[src/logic/pb_bridge_settings.svh]
`ifndef PB_BRIDGE_SETTINGS_SVH
`define PB_BRIDGE_SETTINGS_SVH

// Command line storage, bytes past the end are dropped
`define PB_CMD_BUF_LEN 32

// Opcode characters including the trailing comma
`define PB_OPCODE_LEN 11

// Parameter bytes per command and response bytes per read
`define PB_NUM_PARAMS 4

// Cycles the read or write strobe stays asserted
`define PB_STROBE_CYCLES 2

// Status codes printed after each command
`define PB_STATUS_PASS 8'h56
`define PB_STATUS_FAIL 8'hFE

`endif

[src/logic/pb_bridge_pkg.sv]
package pb_bridge_pkg;

`include "pb_bridge_settings.svh"

    typedef enum logic [1:0] {
        OP_NONE  = 2'd0,
        OP_WRITE = 2'd1,
        OP_READ  = 2'd2
    } opcode_t;

    typedef enum logic [1:0] {
        BUS_IDLE,
        BUS_SETUP,                          // Address and enable, no strobe
        BUS_STROBE,
        BUS_GAP                             // Idle cycle between bytes
    } bus_state_t;

    typedef enum logic {
        RX_COLLECT,
        RX_BUSY                             // Command in flight
    } rx_state_t;

    typedef struct packed {
        opcode_t                        op;
        logic [`PB_NUM_PARAMS-1:0][7:0] params; // Index 0 goes to address 0
    } bus_cmd_t;

    typedef struct packed {
        opcode_t                        op;
        logic [`PB_NUM_PARAMS-1:0][7:0] data;   // All zero after a write
    } bus_result_t;

    typedef struct packed {
        logic       valid;
        logic       last;                   // Final byte of a line
        logic [7:0] data;
    } tx_req_t;

    localparam logic [8*`PB_OPCODE_LEN-1:0] WRITE_TEXT = "pb_i_write,";
    localparam logic [8*`PB_OPCODE_LEN-1:0] READ_TEXT  = "pb_i__read,";

    function automatic logic [7:0] nibble_to_ascii(input logic [3:0] n);
        return (n < 4'd10) ? 8'h30 + {4'h0, n} : 8'h37 + {4'h0, n}; // Upper case
    endfunction

endpackage

[src/logic/cmd_receiver.sv]
`timescale 1ns/10ps
`include "pb_bridge_settings.svh"

module cmd_receiver (
    input  logic                    clock,
    input  logic                    reset,
    input  logic [7:0]              rx_data,
    input  logic                    rx_valid,
    input  logic                    rx_packet_end,
    input  logic                    line_done,
    output logic                    cmd_start,
    output logic                    cmd_bad,
    output pb_bridge_pkg::bus_cmd_t cmd
);
    import pb_bridge_pkg::*;

    localparam int IDX_W   = $clog2(`PB_CMD_BUF_LEN);
    localparam int CNT_W   = $clog2(`PB_CMD_BUF_LEN + 1);
    localparam int MIN_LEN = `PB_OPCODE_LEN + 2 * `PB_NUM_PARAMS;

    rx_state_t                      state;
    logic [7:0]                     cmd_buf [`PB_CMD_BUF_LEN];
    logic [CNT_W-1:0]               byte_count;
    logic                           store;
    logic [8*`PB_OPCODE_LEN-1:0]    opcode_word;
    opcode_t                        decoded_op;
    logic [`PB_NUM_PARAMS-1:0][7:0] parsed_params;
    logic                           digits_ok;
    logic                           cmd_ok;

    // Returns {valid, nibble}
    function automatic logic [4:0] ascii_to_nibble(input logic [7:0] c);
        if (c >= "0" && c <= "9") return {1'b1, 4'(c - 8'h30)};
        if (c >= "A" && c <= "F") return {1'b1, 4'(c - 8'h37)};
        if (c >= "a" && c <= "f") return {1'b1, 4'(c - 8'h57)};
        return 5'h00;
    endfunction

    assign store = (state == RX_COLLECT) && rx_valid && (byte_count < CNT_W'(`PB_CMD_BUF_LEN));

    always_ff @(posedge clock) begin
        if (store) begin
            cmd_buf[byte_count[IDX_W-1:0]] <= rx_data;
        end
    end

    always_comb begin : decode
        logic [4:0] nib;
        nib = '0;
        digits_ok = 1'b1;
        parsed_params = '0;
        for (int i = 0; i < `PB_OPCODE_LEN; i++) begin
            opcode_word[8*(`PB_OPCODE_LEN-1-i) +: 8] = cmd_buf[i]; // First char in MSBs
        end
        // Parameters always start right after the comma
        for (int i = 0; i < 2 * `PB_NUM_PARAMS; i++) begin
            nib = ascii_to_nibble(cmd_buf[`PB_OPCODE_LEN + i]);
            digits_ok = digits_ok && nib[4];
            parsed_params[i/2][4*(1 - i%2) +: 4] = nib[3:0]; // High nibble first
        end
        if (opcode_word == WRITE_TEXT) begin
            decoded_op = OP_WRITE;
        end else if (opcode_word == READ_TEXT) begin
            decoded_op = OP_READ;
        end else begin
            decoded_op = OP_NONE;
        end
        cmd_ok = (decoded_op != OP_NONE) && digits_ok && (byte_count >= CNT_W'(MIN_LEN));
    end

    always_ff @(posedge clock) begin
        cmd_start <= 1'b0;
        cmd_bad   <= 1'b0;
        if (reset) begin
            state      <= RX_COLLECT;
            byte_count <= '0;
        end else begin
            case (state)
                RX_COLLECT: begin
                    if (rx_packet_end) begin
                        cmd_start  <= cmd_ok;
                        cmd_bad    <= !cmd_ok;
                        byte_count <= '0;
                        state      <= RX_BUSY;
                    end else if (store) begin
                        byte_count <= byte_count + 1'b1;
                    end
                end
                RX_BUSY: begin
                    if (line_done) begin
                        state <= RX_COLLECT;    // Status line is out
                    end
                end
                default: state <= RX_COLLECT;
            endcase
        end
    end

    always_ff @(posedge clock) begin
        if (state == RX_COLLECT && rx_packet_end) begin
            cmd.op     <= decoded_op;
            cmd.params <= parsed_params;
        end
    end

    a_start_xor_bad: assert property (@(posedge clock) disable iff (reset)
        !(cmd_start && cmd_bad));

endmodule

[src/logic/pb_bus_engine.sv]
`timescale 1ns/10ps
`include "pb_bridge_settings.svh"

module pb_bus_engine (
    input  logic                       clock,
    input  logic                       reset,
    input  logic                       cmd_start,
    input  pb_bridge_pkg::bus_cmd_t    cmd,
    input  logic [7:0]                 pb_data_in,
    output logic [2:0]                 pb_addr,
    output logic [7:0]                 pb_data_out,
    output logic                       pb_data_oe,
    output logic                       pb_rd,
    output logic                       pb_wr,
    output logic                       bus_done,
    output pb_bridge_pkg::bus_result_t result
);
    import pb_bridge_pkg::*;

    localparam int BI_W = $clog2(`PB_NUM_PARAMS);
    localparam int SC_W = $clog2(`PB_STROBE_CYCLES + 1);

    bus_state_t       state;
    bus_cmd_t         cur_cmd;
    logic [BI_W-1:0]  byte_idx;
    logic [SC_W-1:0]  strobe_cnt;
    logic             strobe_last;
    logic             last_byte;

    assign strobe_last = (strobe_cnt == SC_W'(`PB_STROBE_CYCLES - 1));
    assign last_byte   = (byte_idx == BI_W'(`PB_NUM_PARAMS - 1));

    always_ff @(posedge clock) begin
        bus_done <= 1'b0;
        if (reset) begin
            state      <= BUS_IDLE;
            byte_idx   <= '0;
            strobe_cnt <= '0;
        end else begin
            case (state)
                BUS_IDLE: begin
                    if (cmd_start) begin
                        byte_idx <= '0;
                        state    <= BUS_SETUP;
                    end
                end
                BUS_SETUP: begin
                    strobe_cnt <= '0;
                    state      <= BUS_STROBE;
                end
                BUS_STROBE: begin
                    if (strobe_last) begin
                        bus_done <= last_byte;  // Lands in the final idle cycle
                        state    <= BUS_GAP;
                    end else begin
                        strobe_cnt <= strobe_cnt + 1'b1;
                    end
                end
                BUS_GAP: begin
                    if (last_byte) begin
                        state <= BUS_IDLE;
                    end else begin
                        byte_idx <= byte_idx + 1'b1;
                        state    <= BUS_SETUP;
                    end
                end
                default: state <= BUS_IDLE;
            endcase
        end
    end

    always_ff @(posedge clock) begin
        if (state == BUS_IDLE && cmd_start) begin
            cur_cmd     <= cmd;
            result.op   <= cmd.op;
            result.data <= '0;
        end else if (state == BUS_STROBE && strobe_last && cur_cmd.op == OP_READ) begin
            result.data[byte_idx] <= pb_data_in; // Sample on last strobe cycle
        end
    end

    assign pb_addr     = 3'(byte_idx);
    assign pb_data_out = cur_cmd.params[byte_idx];
    assign pb_data_oe  = (cur_cmd.op == OP_WRITE) && (state == BUS_SETUP || state == BUS_STROBE);
    assign pb_rd       = (state == BUS_STROBE) && (cur_cmd.op == OP_READ);
    assign pb_wr       = (state == BUS_STROBE) && (cur_cmd.op == OP_WRITE);

    a_rd_wr_excl: assert property (@(posedge clock) disable iff (reset) !(pb_rd && pb_wr));

    // Device drives the bus during a read
    a_no_oe_on_rd: assert property (@(posedge clock) disable iff (reset) pb_rd |-> !pb_data_oe);

endmodule

[src/logic/reply_writer.sv]
`timescale 1ns/10ps
`include "pb_bridge_settings.svh"

module reply_writer (
    input  logic                       clock,
    input  logic                       reset,
    input  logic                       bus_done,
    input  pb_bridge_pkg::bus_result_t result,
    input  logic                       grant,
    input  logic                       tx_full,
    output pb_bridge_pkg::tx_req_t     req
);
    import pb_bridge_pkg::*;

    localparam int WRITE_LEN = `PB_OPCODE_LEN + 2 + 2;                   // "OK" then CR LF
    localparam int READ_LEN  = `PB_OPCODE_LEN + 2 * `PB_NUM_PARAMS + 2;
    localparam int PW        = $clog2(`PB_NUM_PARAMS);

    bus_result_t                 line;
    logic                        pending;
    logic [4:0]                  idx;
    logic [4:0]                  line_len;
    logic [4:0]                  digit;
    logic [8*`PB_OPCODE_LEN-1:0] op_text;
    logic [7:0]                  ch;
    logic                        send;

    assign line_len = (line.op == OP_WRITE) ? 5'(WRITE_LEN) : 5'(READ_LEN);
    assign op_text  = (line.op == OP_WRITE) ? WRITE_TEXT : READ_TEXT;
    assign digit    = idx - 5'(`PB_OPCODE_LEN);
    assign send     = pending && grant && !tx_full;

    always_comb begin
        if (idx < 5'(`PB_OPCODE_LEN)) begin
            ch = op_text[8*(`PB_OPCODE_LEN-1-idx) +: 8];
        end else if (idx == line_len - 5'd2) begin
            ch = 8'h0D;
        end else if (idx == line_len - 5'd1) begin
            ch = 8'h0A;
        end else if (line.op == OP_WRITE) begin
            ch = (idx == 5'(`PB_OPCODE_LEN)) ? "O" : "K";
        end else if (digit[0]) begin
            ch = nibble_to_ascii(line.data[digit[PW:1]][3:0]);
        end else begin
            ch = nibble_to_ascii(line.data[digit[PW:1]][7:4]); // Byte 0 printed first
        end
    end

    always_comb begin
        req.valid = pending;
        req.last  = (idx == line_len - 5'd1);
        req.data  = ch;
    end

    always_ff @(posedge clock) begin
        if (reset) begin
            pending <= 1'b0;
            idx     <= '0;
        end else if (bus_done) begin
            pending <= 1'b1;
            idx     <= '0;
        end else if (send) begin
            idx <= idx + 1'b1;
            if (req.last) begin
                pending <= 1'b0;
            end
        end
    end

    always_ff @(posedge clock) begin
        if (bus_done) begin
            line <= result;                 // Held for the whole line
        end
    end

    // One command in flight, so the previous reply must be out
    a_no_overrun: assert property (@(posedge clock) disable iff (reset) bus_done |-> !pending);

endmodule

[src/logic/status_writer.sv]
`timescale 1ns/10ps
`include "pb_bridge_settings.svh"

module status_writer (
    input  logic                   clock,
    input  logic                   reset,
    input  logic                   pass_start,
    input  logic                   fail_start,
    input  logic                   grant,
    input  logic                   tx_full,
    output pb_bridge_pkg::tx_req_t req,
    output logic                   line_done
);
    import pb_bridge_pkg::*;

    localparam logic [8*7-1:0] PASS_TEXT = "Pass 0x";
    localparam logic [8*9-1:0] FAIL_TEXT = "Failed 0x";

    logic       pending;
    logic       is_fail;
    logic [7:0] code;
    logic [3:0] idx;
    logic [3:0] prefix_len;
    logic [7:0] ch;
    logic       send;

    assign prefix_len = is_fail ? 4'd9 : 4'd7;
    assign send       = pending && grant && !tx_full;

    always_comb begin
        if (idx < prefix_len) begin
            if (is_fail) begin
                ch = FAIL_TEXT[8*(8-idx) +: 8];
            end else begin
                ch = PASS_TEXT[8*(6-idx) +: 8];
            end
        end else if (idx == prefix_len) begin
            ch = nibble_to_ascii(code[7:4]);
        end else if (idx == prefix_len + 4'd1) begin
            ch = nibble_to_ascii(code[3:0]);
        end else if (idx == prefix_len + 4'd2) begin
            ch = 8'h0D;
        end else begin
            ch = 8'h0A;                     // Line ends on LF
        end
    end

    always_comb begin
        req.valid = pending;
        req.last  = (idx == prefix_len + 4'd3);
        req.data  = ch;
    end

    always_ff @(posedge clock) begin
        line_done <= 1'b0;
        if (reset) begin
            pending <= 1'b0;
            idx     <= '0;
        end else if (pass_start || fail_start) begin
            pending <= 1'b1;
            idx     <= '0;
        end else if (send) begin
            idx <= idx + 1'b1;
            if (req.last) begin
                pending   <= 1'b0;
                line_done <= 1'b1;          // Frees the receiver
            end
        end
    end

    always_ff @(posedge clock) begin
        if (pass_start || fail_start) begin
            is_fail <= fail_start;
            code    <= fail_start ? `PB_STATUS_FAIL : `PB_STATUS_PASS;
        end
    end

endmodule

[src/logic/tx_arbiter.sv]
`timescale 1ns/10ps

module tx_arbiter (
    input  logic                   clock,
    input  logic                   reset,
    input  pb_bridge_pkg::tx_req_t reply_req,
    input  pb_bridge_pkg::tx_req_t status_req,
    input  logic                   tx_full,
    output logic                   reply_grant,
    output logic                   status_grant,
    output logic                   tx_write,
    output logic [7:0]             tx_data
);
    import pb_bridge_pkg::*;

    logic owner_reply;                      // Line in progress from reply writer
    logic owner_status;
    logic tx_last;

    // Fixed priority when nobody owns the port, reply first
    always_comb begin
        reply_grant  = owner_reply || (!owner_status && reply_req.valid);
        status_grant = owner_status || (!owner_reply && !reply_req.valid && status_req.valid);
    end

    assign tx_write = !tx_full && ((reply_grant && reply_req.valid) ||
                                   (status_grant && status_req.valid));
    assign tx_data  = reply_grant ? reply_req.data : status_req.data;
    assign tx_last  = reply_grant ? reply_req.last : status_req.last;

    always_ff @(posedge clock) begin
        if (reset) begin
            owner_reply  <= 1'b0;
            owner_status <= 1'b0;
        end else if (tx_write) begin
            owner_reply  <= reply_grant && !tx_last;    // Hold until last byte
            owner_status <= status_grant && !tx_last;
        end
    end

    a_one_grant: assert property (@(posedge clock) disable iff (reset)
        !(reply_grant && status_grant));

endmodule

[src/logic/pb_bridge_top.sv]
`timescale 1ns/10ps

module pb_bridge_top (
    input  logic       clock,
    input  logic       reset,
    input  logic [7:0] rx_data,
    input  logic       rx_valid,
    input  logic       rx_packet_end,
    input  logic       tx_full,
    input  logic [7:0] pb_data_in,
    output logic [7:0] tx_data,
    output logic       tx_write,
    output logic [2:0] pb_addr,
    output logic [7:0] pb_data_out,
    output logic       pb_data_oe,
    output logic       pb_rd,
    output logic       pb_wr
);
    import pb_bridge_pkg::*;

    bus_cmd_t    cmd;
    bus_result_t result;
    tx_req_t     reply_req;
    tx_req_t     status_req;
    logic        cmd_start;
    logic        cmd_bad;
    logic        bus_done;
    logic        line_done;
    logic        reply_grant;
    logic        status_grant;

    cmd_receiver u_cmd_receiver (
        .clock, .reset, .rx_data, .rx_valid, .rx_packet_end, .line_done,
        .cmd_start, .cmd_bad, .cmd
    );

    pb_bus_engine u_bus_engine (
        .clock, .reset, .cmd_start, .cmd, .pb_data_in,
        .pb_addr, .pb_data_out, .pb_data_oe, .pb_rd, .pb_wr, .bus_done, .result
    );

    reply_writer u_reply_writer (
        .clock, .reset, .bus_done, .result, .grant(reply_grant), .tx_full, .req(reply_req)
    );

    status_writer u_status_writer (
        .clock, .reset,
        .pass_start(bus_done),              // Pass line follows every reply
        .fail_start(cmd_bad),
        .grant(status_grant), .tx_full, .req(status_req), .line_done
    );

    tx_arbiter u_tx_arbiter (
        .clock, .reset, .reply_req, .status_req, .tx_full,
        .reply_grant, .status_grant, .tx_write, .tx_data
    );

endmodule

[config.mk]
export PLATFORM = sky130hd
export DESIGN_NAME = pb_bridge_top
export DESIGN_NICKNAME = d
export VERILOG_FILES = /design/src/logic/pb_bridge_pkg.sv /design/src/logic/cmd_receiver.sv /design/src/logic/pb_bus_engine.sv /design/src/logic/reply_writer.sv /design/src/logic/status_writer.sv /design/src/logic/tx_arbiter.sv /design/src/logic/pb_bridge_top.sv
export VERILOG_INCLUDE_DIRS = /design/src /design/src/logic
export SDC_FILE = /design/constraint.sdc
export NUM_CORES = 1
export LEC_CHECK = 0
export ABC_AREA = 1
export ABC_CLOCK_PERIOD_IN_PS = 7000
export BUFFER_PORTS_ARGS = -buffer_cell sky130_fd_sc_hd__clkbuf_2
export CAP_MARGIN = 10
export CORE_MARGIN = 2
export CORE_UTILIZATION = 30
export DETAILED_ROUTE_END_ITERATION = 10
export MAX_ROUTING_LAYER = met4
export PLACE_DENSITY = 0.5
export REMOVE_ABC_BUFFERS = 1
export SYNTH_ARGS = -nofsm -noshare
export SYNTH_HDL_FRONTEND = slang
export SYNTH_HIERARCHICAL = 1
export SYNTH_SLANG_ARGS = --single-unit
[constraint.sdc]
create_clock -name clock -period 7 [get_ports clock]
set_input_delay 1.4 -clock clock [delete_from_list [all_inputs] [get_ports clock]]
set_output_delay 1.4 -clock clock [all_outputs]
set_load 0.01 [all_outputs]
Word-level counts from Yosys, hierarchy flattened
Memory sizes are Yosys's and may differ from the RTL's.
Cells that the tools add are included.
{"block": "classes", "n_mux": 149, "n_lt_le_gt_ge": 59, "bitwise": 5, "reduce_logical": 84, "n_eq_ne": 21, "n_shift": 3, "add_sub_neg": 46}
{"cell": "2-to-1 mux 5 bit", "count": 49}
{"cell": "equality test 88 x 87 -> 1 bit (second input constant)", "count": 2}
{"cell": "2-to-1 mux 8 bit", "count": 18}
{"cell": "greater-or-equal comparator 8 x 7 -> 1 bit (second input constant)", "count": 16}
{"cell": "<= comparator 8 x 7 -> 1 bit (second input constant)", "count": 16}
{"cell": "indexed part select 88 x 33 -> 8 bit", "count": 1}
{"cell": "indexed part select 72 x 33 -> 8 bit (first input constant)", "count": 1}
{"cell": "greater-or-equal comparator 8 x 6 -> 1 bit (second input constant)", "count": 8}
{"cell": "<= comparator 8 x 6 -> 1 bit (second input constant)", "count": 8}
{"cell": "subtractor 4 x 3 -> 4 bit (second input constant)", "count": 16}
{"cell": "2-to-1 mux 1 bit", "count": 61}
{"cell": "adder 6 x 4 -> 7 bit (first input constant)", "count": 8}
{"cell": "indexed part select 56 x 33 -> 8 bit (first input constant)", "count": 1}
{"cell": "logical AND 1 bit", "count": 53}
{"cell": "2-to-1 mux 46 bit", "count": 1}
{"cell": "binary-select mux 8 bit (select 2 bit)", "count": 2}
{"cell": "bitwise mux 32 bit", "count": 1}
{"cell": "subtractor 4 x 1 -> 4 bit (second input constant)", "count": 8}
{"cell": "demux 8 bit (select 2 bit)", "count": 1}
{"cell": "equality test 4 bit", "count": 4}
{"cell": "less-than comparator 4 bit (second input constant)", "count": 4}
{"cell": "nonzero test 2 bit", "count": 8}
{"cell": "2-to-1 mux 2 bit", "count": 7}
{"cell": "2-to-1 mux 6 bit", "count": 2}
{"cell": "36 further kinds", "count": 71}
{"block": "word_totals", "n_memories": 1, "register_bits": 173, "input_bits": 21, "out_inout_bits": 23, "ramBits": 256, "elab_cells": 404}
{"memory": "u_cmd_receiver.cmd_buf", "words": 32, "width": 8, "rd": 19, "rd_ports_with_merged_regs": 0, "write_ports": 1, "line": "cmd_receiver.sv:22", "text": "logic [7:0] cmd_buf [`PB_CMD_BUF_LEN];"}

Logic depth before layout (Yosys ltp)
Gate-level depths: netlist (run 1).
An unclocked memory read counts as a cell.
{"block": "depth", "ltp_word": 20, "depth_mapped": 20, "mapped_depth_nobuf": 17}

By module
Netlist (run 1), hierarchy kept.
{"module": "cmd_receiver", "seq_area_each_um2": 5765.5, "cells_per_inst": 637, "area_per_inst_um2": 7902.6, "n_inst": 1}
{"module": "pb_bus_engine", "seq_area_each_um2": 1801.7, "cells_per_inst": 386, "area_per_inst_um2": 3279.4, "n_inst": 1}
{"module": "reply_writer", "seq_area_each_um2": 1141.1, "cells_per_inst": 318, "area_per_inst_um2": 2461.1, "n_inst": 1}
{"module": "status_writer", "seq_area_each_um2": 150.1, "cells_per_inst": 152, "area_per_inst_um2": 833.3, "n_inst": 1}
{"module": "tx_arbiter", "seq_area_each_um2": 40.0, "cells_per_inst": 37, "area_per_inst_um2": 294.0, "n_inst": 1}

Least setup slack after synthesis (run 1)
Ideal clock, no wire load.
{"block": "synth_timing", "path_kind": "flip-flop to output port", "start": "reg u_reply_writer.idx[1]", "end": "out tx_data[4]", "stages_incl_launch_ff": 16, "n_path_buf": 3, "arrival_time_ns": 2.192, "required_time_ns": 5.600, "path_slack_ns": 3.408, "path_cell_list": "dfxtp_1 > ha_1 > buf_4 > inv_2 > buf_4 > buf_6 > nand2_1 > a21oi_1 > nor2_2 > ha_1 > inv_1 > nor2_1 > or2_1 > nand3_2 > o21ai_1 > mux2_4"}
{"element": "start: declaration", "line": "reply_writer.sv:21", "text": "logic [4:0] idx;"}
{"element": "start signal: assignment", "line": "reply_writer.sv:63", "text": "idx <= idx + 1'b1;"}
{"element": "end: declaration", "line": "pb_bridge_top.sv:11", "text": "output logic [7:0] tx_data,"}

==> impl_results.md, run 1 <==
- First-pass DRT Iterations: 5
- Number of max-cap violations: 0
- Status: completed
- Clock buffer depth: 3
- NumNets Final: 1647
- Detailed-route via count: 9919
- Root Buffer Master: clkbuf_16
- Cts repair resizes: 0
- Fmax: about 190 MHz
- Critical Path RT: 5.60 ns
- Overall Global Routing Usage: 0.1283
- Global placement routability congestion: roughly 0.84
- Fraction of layout cells with a size suffix above 1: 0.1036
- RSZ-0062 raised after global routing: no
- #FFs+latches synth: 317
- Clk sink count: between 300 and 400
- Final setup violation count: 0
- Min-Delay Path Class: reg2reg
- PortBufs: 41
- Max_slew headroom: 0.4506
- VDD IR max: 0.0001568 V
- Overflow after GRT: 0
- Via density: 4.375
- Clock Latency Late Sink: 0.54 ns
- CTS H-tree depth: 2
- Most used DFF post-synth: edfxtp_1
- Die Wd: between 200 and 250 µm
- Minimum clock period: 5.133 ns
- Setup TNS Final: 0 ns
- Seq/Total Area, Yosys: 0.6025
- Global-route wire length before repair: around 50000 µm
- Mapped Cells: ~1500
- Core area: approximately 49000 µm²
- Share of flip-flops with an asynchronous set or reset: 0
- Max-slew violation count: 0
- Lkg Pwr: a little under 7 nW
- DIE HEIGHT: about 230 µm
- Num CTS Buffers: 35
- Worst-path clk slew: 0.06 ns
- Post-synth EDFFs: 255
- Fin. Hold Viols: 0
- Vias in the first global route: 9691
- Initial antenna violation count: 0
- PD cells: around 240 nW/µm²
- Final period utilization: 0.7332
- WHS: 0.4110 ns
- Antenna cells: 0
- Worst clock skew: around 0.028 ns
- DRT iter0 DRCs: 590
- Io pins: 44
- Antenna Nets Post-Route: 0
- Post-CTS Hold Buffers: 0
- # rows: about 80
- Unique masters post-synth: 48
- Syn. warnings: 6
- Arrival time worst endpoint: 3.73 ns
- CP endpoint kind: primary output
- Drt total wl: just over 30000 µm
- Crit Path Max Fanout: 26
- Die area: 51030 µm²
- Routed length per placed instance: 13.75 µm
- Layout area overhead: 12.85%
- Pin count of the biggest net entering global routing: 37
- Mapped cell area: about 15000 µm²
- FILL cells: 4986
- Worst-margin pin slew: 0.8201 ns
- Initial Util: 0.3030
- Syn_area_per_cell: 9.654 µm²
- Setup Buffers After CTS: 0
- Critical path type: reg2out
- CTS tree: yes
- Post-route DRC: 0
- HPWL after DPL: 21270 µm
- Crit path launch type: register
[critical path: stages, from the launching register on]
cell      delay (ns)
dfxtp_1         0.42
ha_1            0.84
inv_2           0.33
nand2_1         0.14
nand2_1         0.06
nand2_1         0.06
inv_1           0.04
nor2_1          0.19
ha_1            0.20
inv_1           0.04
nor2_1          0.12
or2_1           0.14
nand3_2         0.11
nand3_2         0.07
nand2_1         0.07
mux2_4          0.25
clkbuf_2        0.12
[Yosys cell counts, types with 4 or more instances]
| library cell | number | area share |
|---|---|---|
| inv_2 | 18 | 0.0046 |
| nand3_1 | 113 | 0.038 |
| o21ai_1 | 9 | 0.0030 |
| nand3_2 | 8 | 0.0054 |
| nor2_2 | 9 | 0.0038 |
| nor3_1 | 19 | 0.0064 |
| a21oi_1 | 37 | 0.013 |
| edfxtp_1 | 255 | 0.52 |
| o22ai_1 | 8 | 0.0034 |
| nand2_2 | 13 | 0.0055 |
| dfxtp_1 | 62 | 0.084 |
| buf_2 | 10 | 0.0034 |
| ha_1 | 47 | 0.040 |
| nand2_4 | 5 | 0.0038 |
| nand4_1 | 15 | 0.0064 |
| buf_4 | 13 | 0.0066 |
| o21ai_0 | 72 | 0.024 |
| a211oi_1 | 4 | 0.0020 |
| buf_6 | 6 | 0.0046 |
| nor2_1 | 191 | 0.049 |
| inv_1 | 206 | 0.052 |
| mux2_4 | 8 | 0.0081 |
| nand2_1 | 354 | 0.090 |
| or2_1 | 7 | 0.0030 |
[state kept, by name, summed over array words and instances, names as in the netlist, 2 cells and up]
register                   cells
u_cmd_receiver/byte_count      6
u_bus_engine/result           32
u_status_writer/idx            4
u_bus_engine/cur_cmd          34
u_reply_writer/line           34
u_cmd_receiver/cmd_buf       152
u_bus_engine/strobe_cnt        2
u_cmd_receiver/cmd            34
u_bus_engine/byte_idx          2
u_reply_writer/idx             5
u_bus_engine/state             2
[area by class of cell]
type | instances | area [µm²] | area share
inverter | 227 | 854.6 | 0.05127
multi-input combinational | 953 | 4776 | 0.2865
clock inverter | 10 | 67.56 | 0.004053
sequential | 317 | 8899 | 0.5339
clock buffer | 51 | 1006 | 0.06035
tap | 664 | 830.8 | 0.04984
timing repair buffer | 45 | 235.2 | 0.01411
[cell usage in the layout (no fill, tap or decap), types with 3 or more instances in the layout]
master,synthesis,final
nor3_1,19,19
inv_2,18,18
buf_4,13,4
nand2_4,5,5
nand3_1,113,113
nand3_2,8,8
nand4_1,15,15
o22ai_1,8,8
clkbuf_16,0,35
nor4_1,3,3
ha_1,47,47
a211oi_1,4,4
mux2_4,8,8
or2_0,3,3
nand2_1,354,354
edfxtp_1,255,255
conb_1,3,3
nand2_2,13,13
clkbuf_2,0,41
dfxtp_1,62,62
nor2_2,9,9
inv_1,206,206
o21ai_0,72,72
clkbuf_1,1,9
clkbuf_8,0,7
clkinv_1,2,5
clkinv_2,0,4
nor2_1,191,191
o21ai_1,9,9
a21oi_1,37,37
o211ai_1,3,3
or2_1,7,7
xor2_1,3,3
[routing by layer]
layer | vias to the layer above | part of all wire | track usage
met5 | - | 0 | -
met4 | 0 | 0.017 | 0.03375
met3 | 44 | 0.037 | 0.02004
met2 | 166 | 0.49 | 0.2171
met1 | 4596 | 0.46 | 0.1600
li1 | 5113 | - | -
[through the flow]
step	util	instance area [µm²]	total power, mW	instances	setup WS, ns
finish	0.3419	16670	4.048	2267	1.868
global route	0.3419	16670	4.207	2267	1.520
CTS	0.3419	16670	4.115	2267	1.816
detailed placement	0.3199	15600	2.366	2206	2.388
global placement	0.3199	15600	2.362	2206	2.494
floorplan	-	14530	2.252	1497	3.063
[path summary, 6_finish.rpt]
kind              slack [ns]                        to                     start  depth (start not counted)
hold / removal          0.41  u_bus_engine/cur_cmd[20]    u_cmd_receiver/cmd[20]                          0
setup reg to reg        4.90   u_bus_engine/result[31]  u_bus_engine/byte_idx[0]                          5
setup / recovery        1.87                tx_data[6]     u_reply_writer/idx[0]                         16
hold reg to reg         0.41  u_bus_engine/cur_cmd[20]    u_cmd_receiver/cmd[20]                          0
[cells by family after synthesis]
kind of cell	Yosys count	synth area share
DFF	317	0.6025
xor gates and xnor gates	4	0.002881
adders and majority gates	47	0.03981
AOI/OAI and AO/OA	139	0.05074
muxes	8	0.008132
other	3	0.0007623
buffers and inverters	260	0.07421
and+or+nand+nor	752	0.2210
[report_power, final]
part,internal (mW),switching (mW),total [mW]
Clock,1.00,0.729,1.73
Sequential,2.06,0.0212,2.08
Combinational,0.0721,0.166,0.238
Total,3.13,0.916,4.05
Note: power is estimated with default switching activity, not from simulation.
==> run 2, diff against run 1 <==
--- a/config.mk
+++ b/config.mk
@@ -7,7 +7,7 @@
 export NUM_CORES = 1
 export LEC_CHECK = 0
 export ABC_AREA = 1
-export ABC_CLOCK_PERIOD_IN_PS = 7000
+export ABC_CLOCK_PERIOD_IN_PS = 5040
 export BUFFER_PORTS_ARGS = -buffer_cell sky130_fd_sc_hd__clkbuf_2
 export CAP_MARGIN = 10
 export CORE_MARGIN = 2
==> constraint.sdc (replaced) <==
create_clock -name clock -period 5.04 [get_ports clock]
set_input_delay 1.008 -clock clock [delete_from_list [all_inputs] [get_ports clock]]
set_output_delay 1.008 -clock clock [all_outputs]
set_load 0.01 [all_outputs]
==> impl_results.md, run 2 (synthesized netlist as in run 1, its figures left out) <==
- Max_slew headroom: 0.4508 (about the same)
- Overflow after GRT: 0 (unchanged)
- Antenna Nets Post-Route: 0 (unchanged)
- Global-route wire length before repair: 49960 µm (-0.75%)
- Non-filler cells, final: 2268 (+0.044%)
- Root Buffer Master: clkbuf_16
- Buf/Inv on CP: 4 (unchanged)
- Commonest cells after routing, fill and taps aside: nand2_1 (354), edfxtp_1 (255), inv_1 (206)
- Crit path max-delay family: simple AND/OR/NAND/NOR gates
- Most common cell after layout, fill and taps aside: nand2_1
- Pin count of the biggest net entering global routing: 37 (unchanged)
- Cts repair resizes: 0 (unchanged)
- PD cells: 339.1 nW/µm² (+40%)
- Routed length per placed instance: 13.64 µm (-0.79%)
- Die area: 51030 µm² (unchanged)
- Critical path type: reg2out
- Final period utilization: 0.8954
- Worst Hold Depth: 0 (unchanged)
- Max FFs per register: 152 (unchanged)
- RR Startpoint: u_bus_engine/byte_idx[0]
- Core area: 48750 µm² (unchanged)
- Crit Path Max Fanout: 26 (unchanged)
- Via density: 4.381 (+0.13%)
- Most frequent CP cell: nand2_1
- Placed Cells: 2206 (unchanged)
- Die Wd: 225.9 µm (unchanged)
- First-pass DRT Iterations: 5 (unchanged)
- PortBufs: 41 (unchanged)
- Worst-path cell chain: ha_2 -> inv_2 -> nand2_1 -> nand2_1 -> nand2_1 -> inv_1 -> nor2_1 -> ha_1 -> inv_1 -> nor2_1 -> or2_1 -> nand3_2 -> nand3_2 -> nand2_1 -> mux2_4 -> clkbuf_2
- DRT iter0 DRCs: 563 (-4.6%)
- Setup Buffers After CTS: 0 (unchanged)
- WHS: 0.4149 ns (+0.003811 ns)
- CP max stage delay: 0.67 ns (-0.17 ns)
- Fmax: between 200 and 250 MHz
- CP endpoint kind: primary output
- Overall Global Routing Usage: 0.1276 (-0.0007466)
- Placed Area: 15600 µm² (unchanged)
- Footprint of the multi-input gates: 4778 µm² (about the same)
- Tot Pwr: 5.658 mW (+40%)
- Io pins: 44 (unchanged)
- RSZ-0062 raised after global routing: no
- NumNets Final: 1647 (unchanged)
- Global placement routability congestion: 0.8329 (-0.38%)
- Slowest library cell on the worst path: ha_2
- Initial antenna violation count: 0 (unchanged)
- Fin. Hold Viols: 0 (unchanged)
- Clk sink count: 317 (unchanged)
- Layout area overhead: 12.98%
- Setup TNS Final: 0 ns (unchanged)
- Critical Path RT: 4.03 ns (-1.57 ns)
- Lkg Pwr: 6.850 nW (+0.20%)
- Post-route DRC: 0 (unchanged)
- CTS tree: yes
- R2R setup slack: 2.94 ns (-1.96 ns)
- DP Worst Slack: 0.7976 ns (-1.591 ns)
- Initial Util: 0.3030 (unchanged)
- Num CTS Buffers: 35 (unchanged)
- Hold Path Origin: u_cmd_receiver/cmd[6]
- HPWL after DPL: 21390 µm (+0.53%)
- Origin of the worst setup path: u_reply_writer/idx[0]
- Clock buffer depth: 3 (unchanged)
- Final core utilization: 0.3423 (+0.0003850)
- Post-CTS Hold Buffers: 0 (unchanged)
- Number of max-cap violations: 0 (unchanged)
- Fraction of layout cells with a size suffix above 1: 0.1047 (+0.001182)
- Minimum clock period: about 4.5 ns
- Final setup margin: 0.5273 ns (-1.340 ns)
- VDD IR max: 0.0002584 V (+65%)
- Vias in the first global route: 9592 (-1.0%)
- Status: completed
- Worst-path clk slew: 0.06 ns (about the same)
- CTS H-tree depth: 2 (unchanged)
- Hold EP: u_bus_engine/cur_cmd[6]
- DIE HEIGHT: 225.9 µm (unchanged)
- R2r endpoint: u_bus_engine/result[25]
- Worst-margin pin slew: 0.8208 ns (+0.0006716 ns)
- Max-slew violation count: 0 (unchanged)
- FILL cells: 4936 (-1.0%)
- Sequential Area: 8899 µm² (unchanged)
- Min-Delay Path Class: reg2reg
- R2R depth: 5 (unchanged)
- Finished Cell Area: 16690 µm² (+0.11%)
- Antenna cells: 0 (unchanged)
- Drt total wl: 30930 µm (-0.74%)
- Worst clock skew: 0.02383 ns (-0.003848 ns)
- Clock Latency Late Sink: 0.53 ns (about the same)
- # rows: 81 (unchanged)
- Detailed-route via count: 9936 (+0.17%)
- Final setup violation count: 0 (unchanged)
- Crit path launch type: register
- Arrival time worst endpoint: 3.50 ns (-0.23 ns)
run 2: cell types whose count changed in the layout (fill, tap and decap cells not counted), sizes merged:
cell / before / now
clkinvlp: 1 / 0
bufinv: 0 / 3
clkbuf: 92 / 82
clkinv: 9 / 18
run 2: routing by layer:
layer | wire, µm | share of wire | GRT usage | vias up
li1 | - | - | - | 5114
met1 | 13950 | 0.45 | 0.1552 | 4614
met2 | 15320 | 0.50 | 0.2194 | 160
met3 | 1159 | 0.037 | 0.02160 | 48
met4 | 511 | 0.017 | 0.03311 | 0
met5 | 0 | 0 | - | -
run 2: layout make-up:
| cell class | count | area share |
|---|---|---|
| inverter | 227 | 0.05121 |
| clock buffer | 41 | 0.05384 |
| sequential | 317 | 0.5333 |
| multi-input combinational | 953 | 0.2863 |
| timing repair buffer | 45 | 0.01410 |
| clock inverter | 21 | 0.01147 |
| tap | 664 | 0.04979 |
run 2: worst register-to-register path, delay by kind of cell, from the launching register on:
kind,cells,cell delay [ns]
adder cells (fa/ha/maj),1,0.52
buffers and inverters,1,0.13
AND/OR/NAND/NOR,3,0.60
flip-flops,1,0.79
run 2: worst max path at each step:
stage                             to  slack [ns]  cells past startpoint
after floorplan           tx_data[6]        1.49                     14
after global placement    tx_data[6]        0.93                     16
after detailed placement  tx_data[6]        0.80                     16
after CTS                 tx_data[6]        0.22                     16
after global routing      tx_data[6]        0.12                     16
final                     tx_data[6]        0.53                     16
run 2: report_power, final:
part	total, mW	switching [mW]	internal (mW)	leakage [nW]
logic	0.327	0.227	0.0999	3.47
clock network	2.44	1.01	1.44	0.544
registers	2.89	0.0290	2.86	2.84
total	5.66	1.26	4.40	6.85
